<file path="src/common/dcache_pkg.sv">
// Shared line geometry, FSM encodings and line type for the data-cache line controller
`default_nettype none

package dcache_pkg;

	// ====================================================================
	// Line geometry
	// ====================================================================
	localparam int BEAT_W     = 32;
	localparam int BEATS      = 4;
	localparam int LINE_BYTES = 16;
	localparam int BEAT_BYTES = 4;
	localparam int ADR_W      = 32;
	// Line offset bits, zero in a line address
	localparam int OFS_W      = 4;

	// Beat number within a line
	typedef logic [1:0] beat_idx_t;

	// One cache line, seen as memory beats or as bytes
	typedef union packed {
		logic [BEATS-1:0][BEAT_W-1:0] beats;
		logic [LINE_BYTES-1:0][7:0]   bytes;
	} line_t;

	// ====================================================================
	// Miss sequencer encodings
	// ====================================================================
	localparam int ST_W = 3;
	localparam logic [ST_W-1:0] ST_IDLE  = 3'd0;
	localparam logic [ST_W-1:0] ST_ISSUE = 3'd1;
	localparam logic [ST_W-1:0] ST_WAIT  = 3'd2;
	localparam logic [ST_W-1:0] ST_MERGE = 3'd3;
	localparam logic [ST_W-1:0] ST_ACK   = 3'd4;

	// Bus phase of the beat loop
	localparam int PH_W = 2;
	localparam logic [PH_W-1:0] PH_DUMP  = 2'd0;
	localparam logic [PH_W-1:0] PH_READ  = 2'd1;
	localparam logic [PH_W-1:0] PH_WRITE = 2'd2;

endpackage

`default_nettype wire
</file>
<file path="src/source/dcache_ctrl_top.sv">
// Top level of the cache line controller, wiring the CPU, cache and memory ports to the core
`timescale 1ns/1ns
`default_nettype none

module dcache_ctrl_top (
	input  wire                                  clk_i,
	input  wire                                  rst_i,
	// CPU side, Wishbone classic slave
	input  wire                                  cpu_cyc_i,
	input  wire                                  cpu_stb_i,
	input  wire                                  cpu_we_i,
	input  wire                                  cpu_nc_i,
	input  wire  [dcache_pkg::ADR_W-1:0]         cpu_adr_i,
	input  wire  [dcache_pkg::LINE_BYTES-1:0]    cpu_sel_i,
	input  wire  dcache_pkg::line_t              cpu_dat_i,
	output logic                                 cpu_ack_o,
	output dcache_pkg::line_t                    cpu_dat_o,
	// Tag and data array side
	input  wire                                  dce_i,
	input  wire                                  hit_i,
	input  wire                                  modified_i,
	input  wire  dcache_pkg::line_t              hit_line_i,
	input  wire  [dcache_pkg::ADR_W-1:0]         victim_adr_i,
	input  wire  dcache_pkg::line_t              victim_line_i,
	output logic                                 cache_wr_o,
	output dcache_pkg::line_t                    cache_line_o,
	// Memory side, Wishbone classic master
	output logic                                 mem_cyc_o,
	output logic                                 mem_stb_o,
	output logic                                 mem_we_o,
	output logic [dcache_pkg::ADR_W-1:0]         mem_adr_o,
	output logic [dcache_pkg::BEAT_BYTES-1:0]    mem_sel_o,
	output logic [dcache_pkg::BEAT_W-1:0]        mem_dat_o,
	input  wire  [dcache_pkg::BEAT_W-1:0]        mem_dat_i,
	input  wire                                  mem_ack_i
);

	// Sequencer to line buffer controls
	logic                  init;
	logic                  init_hit;
	logic                  capture;
	logic                  merge;
	dcache_pkg::beat_idx_t beat_idx;
	// Line being built for the current request
	dcache_pkg::line_t     line;

	miss_sequencer i_miss_sequencer (
		.clk_i         (clk_i),
		.rst_i         (rst_i),
		.cpu_cyc_i     (cpu_cyc_i),
		.cpu_stb_i     (cpu_stb_i),
		.cpu_we_i      (cpu_we_i),
		.cpu_nc_i      (cpu_nc_i),
		.cpu_adr_i     (cpu_adr_i),
		.cpu_sel_i     (cpu_sel_i),
		.cpu_dat_i     (cpu_dat_i),
		.dce_i         (dce_i),
		.hit_i         (hit_i),
		.modified_i    (modified_i),
		.victim_adr_i  (victim_adr_i),
		.victim_line_i (victim_line_i),
		.mem_ack_i     (mem_ack_i),
		.cpu_ack_o     (cpu_ack_o),
		.cache_wr_o    (cache_wr_o),
		.mem_cyc_o     (mem_cyc_o),
		.mem_stb_o     (mem_stb_o),
		.mem_we_o      (mem_we_o),
		.mem_adr_o     (mem_adr_o),
		.mem_sel_o     (mem_sel_o),
		.mem_dat_o     (mem_dat_o),
		.init_o        (init),
		.init_hit_o    (init_hit),
		.capture_o     (capture),
		.merge_o       (merge),
		.beat_idx_o    (beat_idx)
	);

	line_buffer i_line_buffer (
		.clk_i      (clk_i),
		.rst_i      (rst_i),
		.init_i     (init),
		.init_hit_i (init_hit),
		.hit_line_i (hit_line_i),
		.capture_i  (capture),
		.beat_idx_i (beat_idx),
		.mem_dat_i  (mem_dat_i),
		.merge_i    (merge),
		.cpu_sel_i  (cpu_sel_i),
		.cpu_dat_i  (cpu_dat_i),
		.line_o     (line)
	);

	// Same register feeds the CPU read data and the cache fill
	assign cpu_dat_o    = line;
	assign cache_line_o = line;

endmodule

`default_nettype wire

</file>
<file path="src/dcache_ctrl/miss_sequencer.sv">
// Request FSM and Wishbone memory master that walk the dump, load, write and uncached beats
`timescale 1ns/1ns
`default_nettype none

module miss_sequencer (
	input  wire                                  clk_i,
	input  wire                                  rst_i,
	input  wire                                  cpu_cyc_i,
	input  wire                                  cpu_stb_i,
	input  wire                                  cpu_we_i,
	input  wire                                  cpu_nc_i,
	input  wire  [dcache_pkg::ADR_W-1:0]         cpu_adr_i,
	input  wire  [dcache_pkg::LINE_BYTES-1:0]    cpu_sel_i,
	input  wire  dcache_pkg::line_t              cpu_dat_i,
	input  wire                                  dce_i,
	input  wire                                  hit_i,
	input  wire                                  modified_i,
	input  wire  [dcache_pkg::ADR_W-1:0]         victim_adr_i,
	input  wire  dcache_pkg::line_t              victim_line_i,
	input  wire                                  mem_ack_i,
	output logic                                 cpu_ack_o,
	output logic                                 cache_wr_o,
	output logic                                 mem_cyc_o,
	output logic                                 mem_stb_o,
	output logic                                 mem_we_o,
	output logic [dcache_pkg::ADR_W-1:0]         mem_adr_o,
	output logic [dcache_pkg::BEAT_BYTES-1:0]    mem_sel_o,
	output logic [dcache_pkg::BEAT_W-1:0]        mem_dat_o,
	output logic                                 init_o,
	output logic                                 init_hit_o,
	output logic                                 capture_o,
	output logic                                 merge_o,
	output dcache_pkg::beat_idx_t                beat_idx_o
);

	logic [dcache_pkg::ST_W-1:0]  state_r;
	logic [dcache_pkg::PH_W-1:0]  phase_r;
	// Beats still to be touched in this phase
	logic [dcache_pkg::BEATS-1:0] mask_r;
	dcache_pkg::beat_idx_t        cnt_r;
	// Request flags held for the whole request
	logic                         we_r;
	logic                         cach_r;
	logic                         wr_cache_r;

	logic                         req;
	logic                         cacheable;
	logic [dcache_pkg::BEATS-1:0] sel_mask;
	logic                         launch;
	logic                         beat_done;
	logic                         last_beat;
	logic                         partial;

	// New request, ignored during the ack cycle while stb is still up
	assign req       = cpu_cyc_i && cpu_stb_i && !cpu_ack_o;
	assign cacheable = dce_i && !cpu_nc_i;

	// Beats with at least one CPU select bit
	always_comb begin
		for (int b = 0; b < dcache_pkg::BEATS; b++) begin
			sel_mask[b] = |cpu_sel_i[b*dcache_pkg::BEAT_BYTES +: dcache_pkg::BEAT_BYTES];
		end
	end

	// Start a beat, or skip a slot whose mask bit is clear
	assign launch    = (state_r == dcache_pkg::ST_ISSUE) && mask_r[cnt_r];
	assign beat_done = ((state_r == dcache_pkg::ST_ISSUE) && !mask_r[cnt_r])
		|| ((state_r == dcache_pkg::ST_WAIT) && mem_ack_i);
	assign last_beat = (cnt_r == dcache_pkg::beat_idx_t'(dcache_pkg::BEATS - 1));
	// Write-through and uncached beats carry only the CPU select slice
	assign partial   = (phase_r == dcache_pkg::PH_WRITE)
		|| ((phase_r == dcache_pkg::PH_READ) && !cach_r);

	// Line buffer controls
	assign init_o     = (state_r == dcache_pkg::ST_IDLE) && req;
	assign init_hit_o = cacheable && hit_i;
	assign capture_o  = (state_r == dcache_pkg::ST_WAIT) && mem_ack_i
		&& (phase_r == dcache_pkg::PH_READ);
	assign merge_o    = (state_r == dcache_pkg::ST_MERGE);
	assign beat_idx_o = cnt_r;

	// ====================================================================
	// Request FSM and bus control
	// ====================================================================
	always_ff @(posedge clk_i) begin
		if (rst_i) begin
			state_r    <= dcache_pkg::ST_IDLE;
			phase_r    <= dcache_pkg::PH_READ;
			mask_r     <= '0;
			cnt_r      <= '0;
			we_r       <= 1'b0;
			cach_r     <= 1'b0;
			wr_cache_r <= 1'b0;
			cpu_ack_o  <= 1'b0;
			cache_wr_o <= 1'b0;
			mem_cyc_o  <= 1'b0;
			mem_stb_o  <= 1'b0;
			mem_we_o   <= 1'b0;
		end else begin
			// Ack and cache write are single-cycle pulses
			cpu_ack_o  <= 1'b0;
			cache_wr_o <= 1'b0;
			case (state_r)
				dcache_pkg::ST_IDLE: begin
					if (req) begin
						we_r       <= cpu_we_i;
						cach_r     <= cacheable;
						// Cache is filled on a cacheable miss or write hit
						wr_cache_r <= cacheable && (!hit_i || cpu_we_i);
						cnt_r      <= '0;
						if (!cacheable) begin
							// Uncached, touch only the selected beats
							phase_r <= cpu_we_i ? dcache_pkg::PH_WRITE : dcache_pkg::PH_READ;
							mask_r  <= sel_mask;
							state_r <= dcache_pkg::ST_ISSUE;
						end else if (hit_i) begin
							state_r <= cpu_we_i ? dcache_pkg::ST_MERGE : dcache_pkg::ST_ACK;
						end else begin
							// Miss, dump a modified victim before the load
							phase_r <= modified_i ? dcache_pkg::PH_DUMP : dcache_pkg::PH_READ;
							mask_r  <= '1;
							state_r <= dcache_pkg::ST_ISSUE;
						end
					end
				end
				dcache_pkg::ST_ISSUE: begin
					if (launch) begin
						mem_cyc_o <= 1'b1;
						mem_stb_o <= 1'b1;
						mem_we_o  <= (phase_r != dcache_pkg::PH_READ);
						state_r   <= dcache_pkg::ST_WAIT;
					end
				end
				dcache_pkg::ST_WAIT: begin
					// Drop the bus for one cycle after each beat
					if (mem_ack_i) begin
						mem_cyc_o <= 1'b0;
						mem_stb_o <= 1'b0;
						mem_we_o  <= 1'b0;
					end
				end
				dcache_pkg::ST_MERGE: begin
					// CPU bytes are in the line, now write them through
					phase_r <= dcache_pkg::PH_WRITE;
					mask_r  <= sel_mask;
					cnt_r   <= '0;
					state_r <= dcache_pkg::ST_ISSUE;
				end
				dcache_pkg::ST_ACK: begin
					cpu_ack_o  <= 1'b1;
					cache_wr_o <= wr_cache_r;
					state_r    <= dcache_pkg::ST_IDLE;
				end
				default: state_r <= dcache_pkg::ST_IDLE;
			endcase

			// Step to the next beat slot or close the phase
			if (beat_done) begin
				if (!last_beat) begin
					cnt_r   <= cnt_r + 1'b1;
					state_r <= dcache_pkg::ST_ISSUE;
				end else begin
					cnt_r <= '0;
					case (phase_r)
						dcache_pkg::PH_DUMP: begin
							phase_r <= dcache_pkg::PH_READ;
							mask_r  <= '1;
							state_r <= dcache_pkg::ST_ISSUE;
						end
						dcache_pkg::PH_READ: begin
							// Cacheable write miss merges after the load
							state_r <= (we_r && cach_r) ? dcache_pkg::ST_MERGE : dcache_pkg::ST_ACK;
						end
						default: state_r <= dcache_pkg::ST_ACK;
					endcase
				end
			end
		end
	end

	// ====================================================================
	// Beat address, select and data
	// ====================================================================
	always_ff @(posedge clk_i) begin
		if (launch) begin
			if (phase_r == dcache_pkg::PH_DUMP) begin
				mem_adr_o <= {victim_adr_i[dcache_pkg::ADR_W-1:dcache_pkg::OFS_W], cnt_r,
					{(dcache_pkg::OFS_W - $bits(dcache_pkg::beat_idx_t)){1'b0}}};
				mem_dat_o <= victim_line_i.beats[cnt_r];
			end else begin
				mem_adr_o <= {cpu_adr_i[dcache_pkg::ADR_W-1:dcache_pkg::OFS_W], cnt_r,
					{(dcache_pkg::OFS_W - $bits(dcache_pkg::beat_idx_t)){1'b0}}};
				mem_dat_o <= cpu_dat_i.beats[cnt_r];
			end
			// Dump and load beats move the whole word
			mem_sel_o <= partial
				? cpu_sel_i[cnt_r*dcache_pkg::BEAT_BYTES +: dcache_pkg::BEAT_BYTES] : '1;
		end
	end

endmodule

`default_nettype wire

</file>
<file path="src/dcache_ctrl/line_buffer.sv">
// Line register that gathers memory beats and merges CPU write bytes for one request
`timescale 1ns/1ns
`default_nettype none

module line_buffer (
	input  wire                                  clk_i,
	input  wire                                  rst_i,
	// Seed the line at request start
	input  wire                                  init_i,
	input  wire                                  init_hit_i,
	input  wire  dcache_pkg::line_t              hit_line_i,
	// Returning memory beat
	input  wire                                  capture_i,
	input  wire  dcache_pkg::beat_idx_t          beat_idx_i,
	input  wire  [dcache_pkg::BEAT_W-1:0]        mem_dat_i,
	// CPU byte merge
	input  wire                                  merge_i,
	input  wire  [dcache_pkg::LINE_BYTES-1:0]    cpu_sel_i,
	input  wire  dcache_pkg::line_t              cpu_dat_i,
	output dcache_pkg::line_t                    line_o
);

	dcache_pkg::line_t line_r;
	dcache_pkg::line_t merged;

	// ====================================================================
	// Byte merge through the byte view
	// ====================================================================
	always_comb begin
		merged = line_r;
		for (int i = 0; i < dcache_pkg::LINE_BYTES; i++) begin
			// Selected byte comes from the CPU
			if (cpu_sel_i[i]) begin
				merged.bytes[i] = cpu_dat_i.bytes[i];
			end
		end
	end

	// ====================================================================
	// Line register
	// ====================================================================
	always_ff @(posedge clk_i) begin
		if (rst_i) begin
			line_r <= '0;
		end else if (init_i) begin
			// Hit line for a cacheable hit, zero otherwise
			line_r <= init_hit_i ? hit_line_i : '0;
		end else if (capture_i) begin
			// Memory beat into its slot
			line_r.beats[beat_idx_i] <= mem_dat_i;
		end else if (merge_i) begin
			line_r <= merged;
		end
	end

	assign line_o = line_r;

endmodule

`default_nettype wire

</file>
<file path="config.mk">
export PLATFORM = sky130hd
export DESIGN_NAME = dcache_ctrl_top
export DESIGN_NICKNAME = d
export VERILOG_FILES = /design/src/common/dcache_pkg.sv /design/src/source/dcache_ctrl_top.sv /design/src/dcache_ctrl/miss_sequencer.sv /design/src/dcache_ctrl/line_buffer.sv
export SDC_FILE = /design/constraint.sdc
export NUM_CORES = 1
export LEC_CHECK = 0
export BUFFER_PORTS_ARGS = -buffer_cell sky130_fd_sc_hd__buf_4
export CAP_MARGIN = 20
export CORE_AREA = 2 2 326 328
export CTS_CLUSTER_DIAMETER = 60
export DETAILED_ROUTE_END_ITERATION = 16
export DIE_AREA = 0 0 328 330
export GPL_TIMING_DRIVEN = 0
export SLEW_MARGIN = 20
export SYNTH_ARGS = -nofsm -noshare
export SYNTH_HDL_FRONTEND = slang
export SYNTH_SLANG_ARGS = --single-unit
</file>
<file path="constraint.sdc">
create_clock -name clk_i -period 4.2 [get_ports clk_i]
set_input_delay 0.42 -clock clk_i [delete_from_list [all_inputs] [get_ports clk_i]]
set_output_delay 0.42 -clock clk_i [all_outputs]
set_load 0.01 [all_outputs]
</file>
## Word-level counts from Yosys, hierarchy flattened

Cells that the tools add are included.

- Input bits: 506
- Output and inout bits: 329
- Register bits after elaboration: 214

- Order comparisons: 2
- Muxes and demuxes: 67
- Shift-type cells: 1
- Bitwise logic cells: 1
- Reduce and logical (&&, ||, !) cells: 67
- $add $sub $neg: 1
- Equal/unequal tests: 13

Operators by type and width:

| operator | number |
|---|---|
| 128-bit two-way mux | 4 |
| 32-bit two-way mux | 5 |
| 32-bit binary-select mux with 2-bit select | 2 |
| 128-bit bitwise mux | 1 |
| 8-bit two-way mux | 16 |
| 32-bit demux with 2-bit select | 1 |
| 3-bit nonzero test | 18 |
| 2-bit AND reduction | 18 |
| 3-bit two-way mux | 8 |
| 4-bit two-way mux | 6 |
| 2-bit two-way mux | 10 |
| 4-bit OR reduction | 4 |
| 16-bit by 5-bit indexed part select with 4-bit output | 1 |
| 1-bit logical AND | 13 |
| 3-bit one-hot mux with 4 select lines | 1 |
| 2-bit one-hot mux with 2 select lines | 2 |
| 4-bit one-hot mux with 2 select lines | 1 |
| 3-bit by 2-bit == test with 1-bit output (second input constant) | 2 |
| 1-bit two-way mux | 6 |
| 2-bit by 1-bit inequality test with 1-bit output (second input constant) | 3 |
| 3-bit by 1-bit inequality test with 1-bit output (second input constant) | 2 |
| 3-bit one-hot mux with 2 select lines | 1 |
| 3-bit AND reduction | 2 |
| 1-bit zero test | 5 |
| 16 further kinds | 20 |

## Longest topological paths before layout

- Depth after elaboration: 8
- Gate-level depth with buffers: 11
- Mapped depth without buffers: 6

## By module

Synthesis repeated with hierarchy kept, for this count alone.

- Cells, all modules: 1,176
- Area total of the unflattened synthesis: 13,076.3 um^2

By module, submodules not included:

| module | cells each | instances | area an instance (um^2) | seq. area each (um^2) |
|---|---|---|---|---|
| line_buffer | 711 | 1 | 6,839.1 | 2,562.5 |
| miss_sequencer | 337 | 1 | 5,276.3 | 2,342.2 |
| dcache_ctrl_top | 128 | 1 | 960.9 | 0.0 |

## Least setup slack after synthesis

Ideal clock, no wire load.

- Kind: register -> register
- From: register i_miss_sequencer.cnt_r[0], in the netlist i_miss_sequencer.beat_idx_o[0]
- To: register i_miss_sequencer.mem_adr_o[10] in the netlist's numbering (enable)
- Required time: 3.780 ns
- Buffers on the path: 1
- Period minus slack after synthesis: 2.777 ns
- Setup slack: 1.423 ns
- Cell stages (with the launch flop): 5
- Arrival time: 2.357 ns
- Library setup time: 0.420 ns
- Cell sequence: dfxtp_1 > clkbuf_1 > mux4_2 > nand3_1 > inv_1

- Word-level cells in the longest chain between the ends: 3

Ends and longest elaborated chain:

| item | RTL line | RTL |
|---|---|---|
| start, declared | miss_sequencer.sv:40 | `dcache_pkg::beat_idx_t cnt_r;` |
| start signal, assigned | miss_sequencer.sv:160 | `cnt_r <= cnt_r + 1'b1;` |
| 1-bit binary-select mux with 2-bit select | miss_sequencer.sv:66 | `assign launch = (state_r == dcache_pkg::ST_ISSUE) && mask_r[cnt_r];` |
| 1-bit two-way mux (not written as such) | miss_sequencer.sv:66 |  |
| 1-bit logical AND | miss_sequencer.sv:66 |  |
| end signal, assigned | miss_sequencer.sv:187 | `mem_adr_o <= {victim_adr_i[dcache_pkg::ADR_W-1:dcache_pkg::OFS_W], cnt_r,` |
| end signal, assigned | miss_sequencer.sv:191 | `mem_adr_o <= {cpu_adr_i[dcache_pkg::ADR_W-1:dcache_pkg::OFS_W], cnt_r,` |
| end, declared | miss_sequencer.sv:26 | `output logic [dcache_pkg::ADR_W-1:0] mem_adr_o,` |

No other way between the ends. The select of a mux whose other input is x is not followed.
A chain may end at the register's enable or synchronous reset.

## Final worst setup path

- From: register i_miss_sequencer.phase_r[1] in the netlist's numbering
- To: register i_line_buffer.line_r, in the netlist i_line_buffer.line_o[8]

- Word-level cells in the longest chain between the ends: 4

Ends and longest elaborated chain:

| item | RTL line | RTL |
|---|---|---|
| start, declared | miss_sequencer.sv:37 | `logic [dcache_pkg::PH_W-1:0] phase_r;` |
| start signal, assigned | miss_sequencer.sv:88 | `phase_r <= dcache_pkg::PH_READ;` |
| start signal, assigned | miss_sequencer.sv:113 | `phase_r <= cpu_we_i ? dcache_pkg::PH_WRITE : dcache_pkg::PH_READ;` |
| start signal, assigned | miss_sequencer.sv:120 | `phase_r <= modified_i ? dcache_pkg::PH_DUMP : dcache_pkg::PH_READ;` |
| 2-bit by 1-bit == test with 1-bit output (*) | miss_sequencer.sv:78 | `&& (phase_r == dcache_pkg::PH_READ);` |
| 1-bit logical AND (*) | miss_sequencer.sv:78 |  |
| 3-bit nonzero test (no line) or 128-bit two-way mux (tied branches) | -- |  |
| 2-bit AND reduction (no line) or 128-bit two-way mux (tied branches) | -- |  |
| end signal, assigned | line_buffer.sv:47 | `line_r <= init_hit_i ? hit_line_i : '0;` |
| end signal, assigned | line_buffer.sv:52 | `line_r <= merged;` |
| end, declared | line_buffer.sv:23 | `dcache_pkg::line_t line_r;` |

Every way passes the cells marked *; elsewhere a longest branch is shown, timed or not.

==> impl_metrics.py <==
metrics = {
    "status": {
        "run_status": "finished, final reports clean",
    },
    "grt": {
        "grt_max_degree": 39,
        "antenna_found_initial": 46,
        "grt_pass1_vias": 16100,
        "track_usage_pct": 21.5,
        "grt_pass1_wl_mm": 154,
        "overflow": 0,
    },
    "cts": {
        "clk_pin_slew_ns": 0.06,
        "cts_tree": "built",
        "cts.sinks": 212,
        "clock-root-buffer": "clkbuf_16",
        "htreeDepth": 2,
        "max-clock-path-buffers": 3,
        "numCtsBuffers": 43,
        "holdBufCountCts": 0,
        "clock_latency_ns": 0.61,
    },
    "sta": {
        "fin_setup_tns_ns": 0,
        "period_minus_slack_ns": 3.79,
        "rsz0062_at_grt": "no",
        "period_share_pct": 90.3,
        "timing.fmax_ghz": 0.264,
        "holdWs_ns": 0.115,
        "skew_ns": 0.0289,
        "drv_slew": 0,
        "finalSetupViolations": 0,
        "hold_viol": 0,
        "worstMarginPinSlew_ns": 1.23,
        "slew-limit-headroom_pct": 17.9,
    },
    "yosys": {
        "netlist_area_um2": 15300,
        "synth_cell_type_count": 50,
        "synth_edf_count": 66,
        "synth_top_family_by_area": "compound AO/OA/AOI/OAI gates",
        "async_flop_share_pct": 0,
        "synth_top_area_share_pct": 23.9,
        "yosys.area_share.simple_pct": 13.6,
        "synthMuxAreaShare_pct": 14.7,
        "synth-seq-cells": 212,
        "synth_most_common_cell": "a221oi_2",
        "syn_inst": 1403,
        "synth_common_cells": "a221oi_2 (243), dfxtp_1 (146), nand2_1 (143)",
        "avgSynthCellArea_um2": 10.9,
        "synth_fa_ha_area_share_pct": 0.328,
        "synth_flop_cell": "dfxtp_1",
        "synth.area.top_cells": "a221oi_2 (24%), dfxtp_1 (19%), edfxtp_1 (13%), mux4_2 (10%), buf_4 (6.8%)",
        "synth_seq_area_share_pct": 32.2,
        "synth_compound_area_share_pct": 27.1,
        "yosys_warnings": 0,
        "synth_top_area_cell": "a221oi_2",
        "synth_xor_area_share_pct": 0,
    },
    "worst_setup_path": {
        "reg2reg_from": "i_miss_sequencer.phase_r[1]",
        "worstSetupPathType": "register to register",
        "cp.arrival_ns": 4.24,
        "setup.worst_path.end_class": "register",
        "cpMostUsedCell": "a221oi_2",
        "worstPathRequired_ns": 4.65,
        "cp_max_fo": 10,
        "cp_top_family": "buffers and inverters",
        "cp-startpoint": "i_miss_sequencer.phase_r[1]",
        "path_cells": "nand2b_1 -> clkbuf_1 -> buf_2 -> buf_1 -> nor3_1 -> a221oi_2 -> a221oi_2",
        "crit_buf_inv": 3,
        "max_stage_delay_ns": 0.88,
        "slowest_stage": "buf_1",
        "startpoint_type": "register",
    },
    "routing": {
        "first_pass_iters": 5,
        "wl_met1_mm": 53.1,
        "drt_wl_total_mm": 122,
        "wl_met3_mm": 10.9,
        "via_per_inst": 4.45,
        "initialDrtViolationCount": 1301,
        "wl_met2_mm": 54.9,
        "wl_per_cell_um": 32.9,
        "drtAntennaViolNets": 0,
        "routed.top_layer": "met5",
        "vias": 16500,
        "drc_errors": 0,
    },
    "pwr": {
        "cellPowerDensity_nw_per_um2": 439,
        "power_leakage_nw": 9.60,
        "irDropWorstVdd_uv": 218,
        "finalPower_w": 0.0108,
    },
    "floorplan": {
        "coreArea_um2": 105000,
        "fp.dieH_um": 330,
        "core.rowCount": 119,
        "pin_count": 835,
        "die_w_um": 328,
        "initial_core_util_pct": 14.6,
        "fp.dieArea_um2": 108000,
    },
    "worst_hold_path": {
        "hold_path.class": "input pin to register",
        "min_from": "victim_adr_i[20]",
    },
    "place": {
        "dpl.hpwl_mm": 102,
        "gp_congestion": 0.863,
        "port_buffers": 823,
    },
    "finish": {
        "fin_nets": 2781,
        "drive_gt1_share_pct": 64.7,
        "syn2layout_area_growth_pct": 61.9,
    },
    "flow_run": {
        "maxCapViolations": 0,
    },
}
==> layer usage <==
metal | vias up | global-route usage, %
met2 | 964 | 33.8
li1 | 7122 | -
met5 | - | 0
met4 | 46 | 5.04
met3 | 184 | 6.80
met1 | 8172 | 28.5
==> path summary, 6_finish.rpt <==
check	slack, ns	cells after the start	to
worst min-delay path	0.11	2	i_miss_sequencer.mem_adr_o[20]
worst min register to register	0.48	2	i_miss_sequencer.we_r
worst max-delay path	0.41	7	i_line_buffer.line_o[8]
worst max register to register	0.41	7	i_line_buffer.line_o[8]
==> layout by cell type (no fill, tap or decap), drive strengths merged, types with 4 or more instances in the layout <==
cell type	instances
a221oi	256
buf	1021
o22ai	5
o21ai	7
a21oi	12
ha	4
or3	6
diode	10
and2	17
inv	15
dfxtp	146
mux2	61
or2	4
clkbuf	136
edfxtp	66
nor2	137
o21a	18
mux4	69
nand2b	4
clkinv	11
nor3	130
or4	4
nand3	6
nand2	144
==> area by class of cell <==
type	count	area (um2)
buffer	276	1850
fill	11400	80000
antenna	10	25.0
sequential	212	4900
tap	1391	1740
inverter	5	21.3
clock inverter	23	225
timing repair buffer	824	6200
clock buffer	57	1230
multi-input combinational	909	8500
==> power breakdown <==
group          total (W)  internal (W)  switching [W]
combinational    0.00448       0.00200        0.00248
clock            0.00360       0.00221        0.00139
sequential       0.00275       0.00241       0.000346
==> through the flow <==
stage          util, %  worst slack, ns  std cells  area (um2)
2_1_floorplan        -             1.42       1404       15300
3_3_place_gp      22.1           -0.585       3618       23200
3_5_place_dp      22.2           -0.538       3619       23200
4_1_cts           23.6           0.0656       3697       24700
5_1_grt           23.6            0.323       3698       24700
6_report          23.6            0.409       3707       24700
==> cell families after synthesis <==
group / after synthesis
AND/OR/NAND/NOR: 463
AO/OA/AOI/OAI: 310
buffers and inverters: 283
flip-flops: 212
multiplexers: 130
adder cells (fa/ha/maj): 4
other: 1
==> state kept, by name, indices dropped and copies added, names as in the netlist <==
| name | cells |
|---|---|
| i_miss_sequencer.cpu_ack_o | 1 |
| i_miss_sequencer.mask_r | 4 |
| i_miss_sequencer.mem_we_o | 1 |
| i_miss_sequencer.mem_adr_o | 30 |
| i_miss_sequencer.we_r | 1 |
| i_miss_sequencer.state_r | 3 |
| i_miss_sequencer.mem_dat_o | 32 |
| i_line_buffer.line_o | 128 |
| i_miss_sequencer.wr_cache_r | 1 |
| i_miss_sequencer.mem_cyc_o | 1 |
| i_miss_sequencer.phase_r | 2 |
| i_miss_sequencer.cach_r | 1 |
| i_miss_sequencer.mem_sel_o | 4 |
| i_miss_sequencer.cache_wr_o | 1 |
| i_miss_sequencer.beat_idx_o | 2 |
==> timing repair <==
action	CTS	global route
hold endpoints to repair	0	0
gates resized for setup	1	2
setup buffers	0	0
setup endpoints to repair	63	1
No activity file was read; power rests on OpenSTA's default activity.
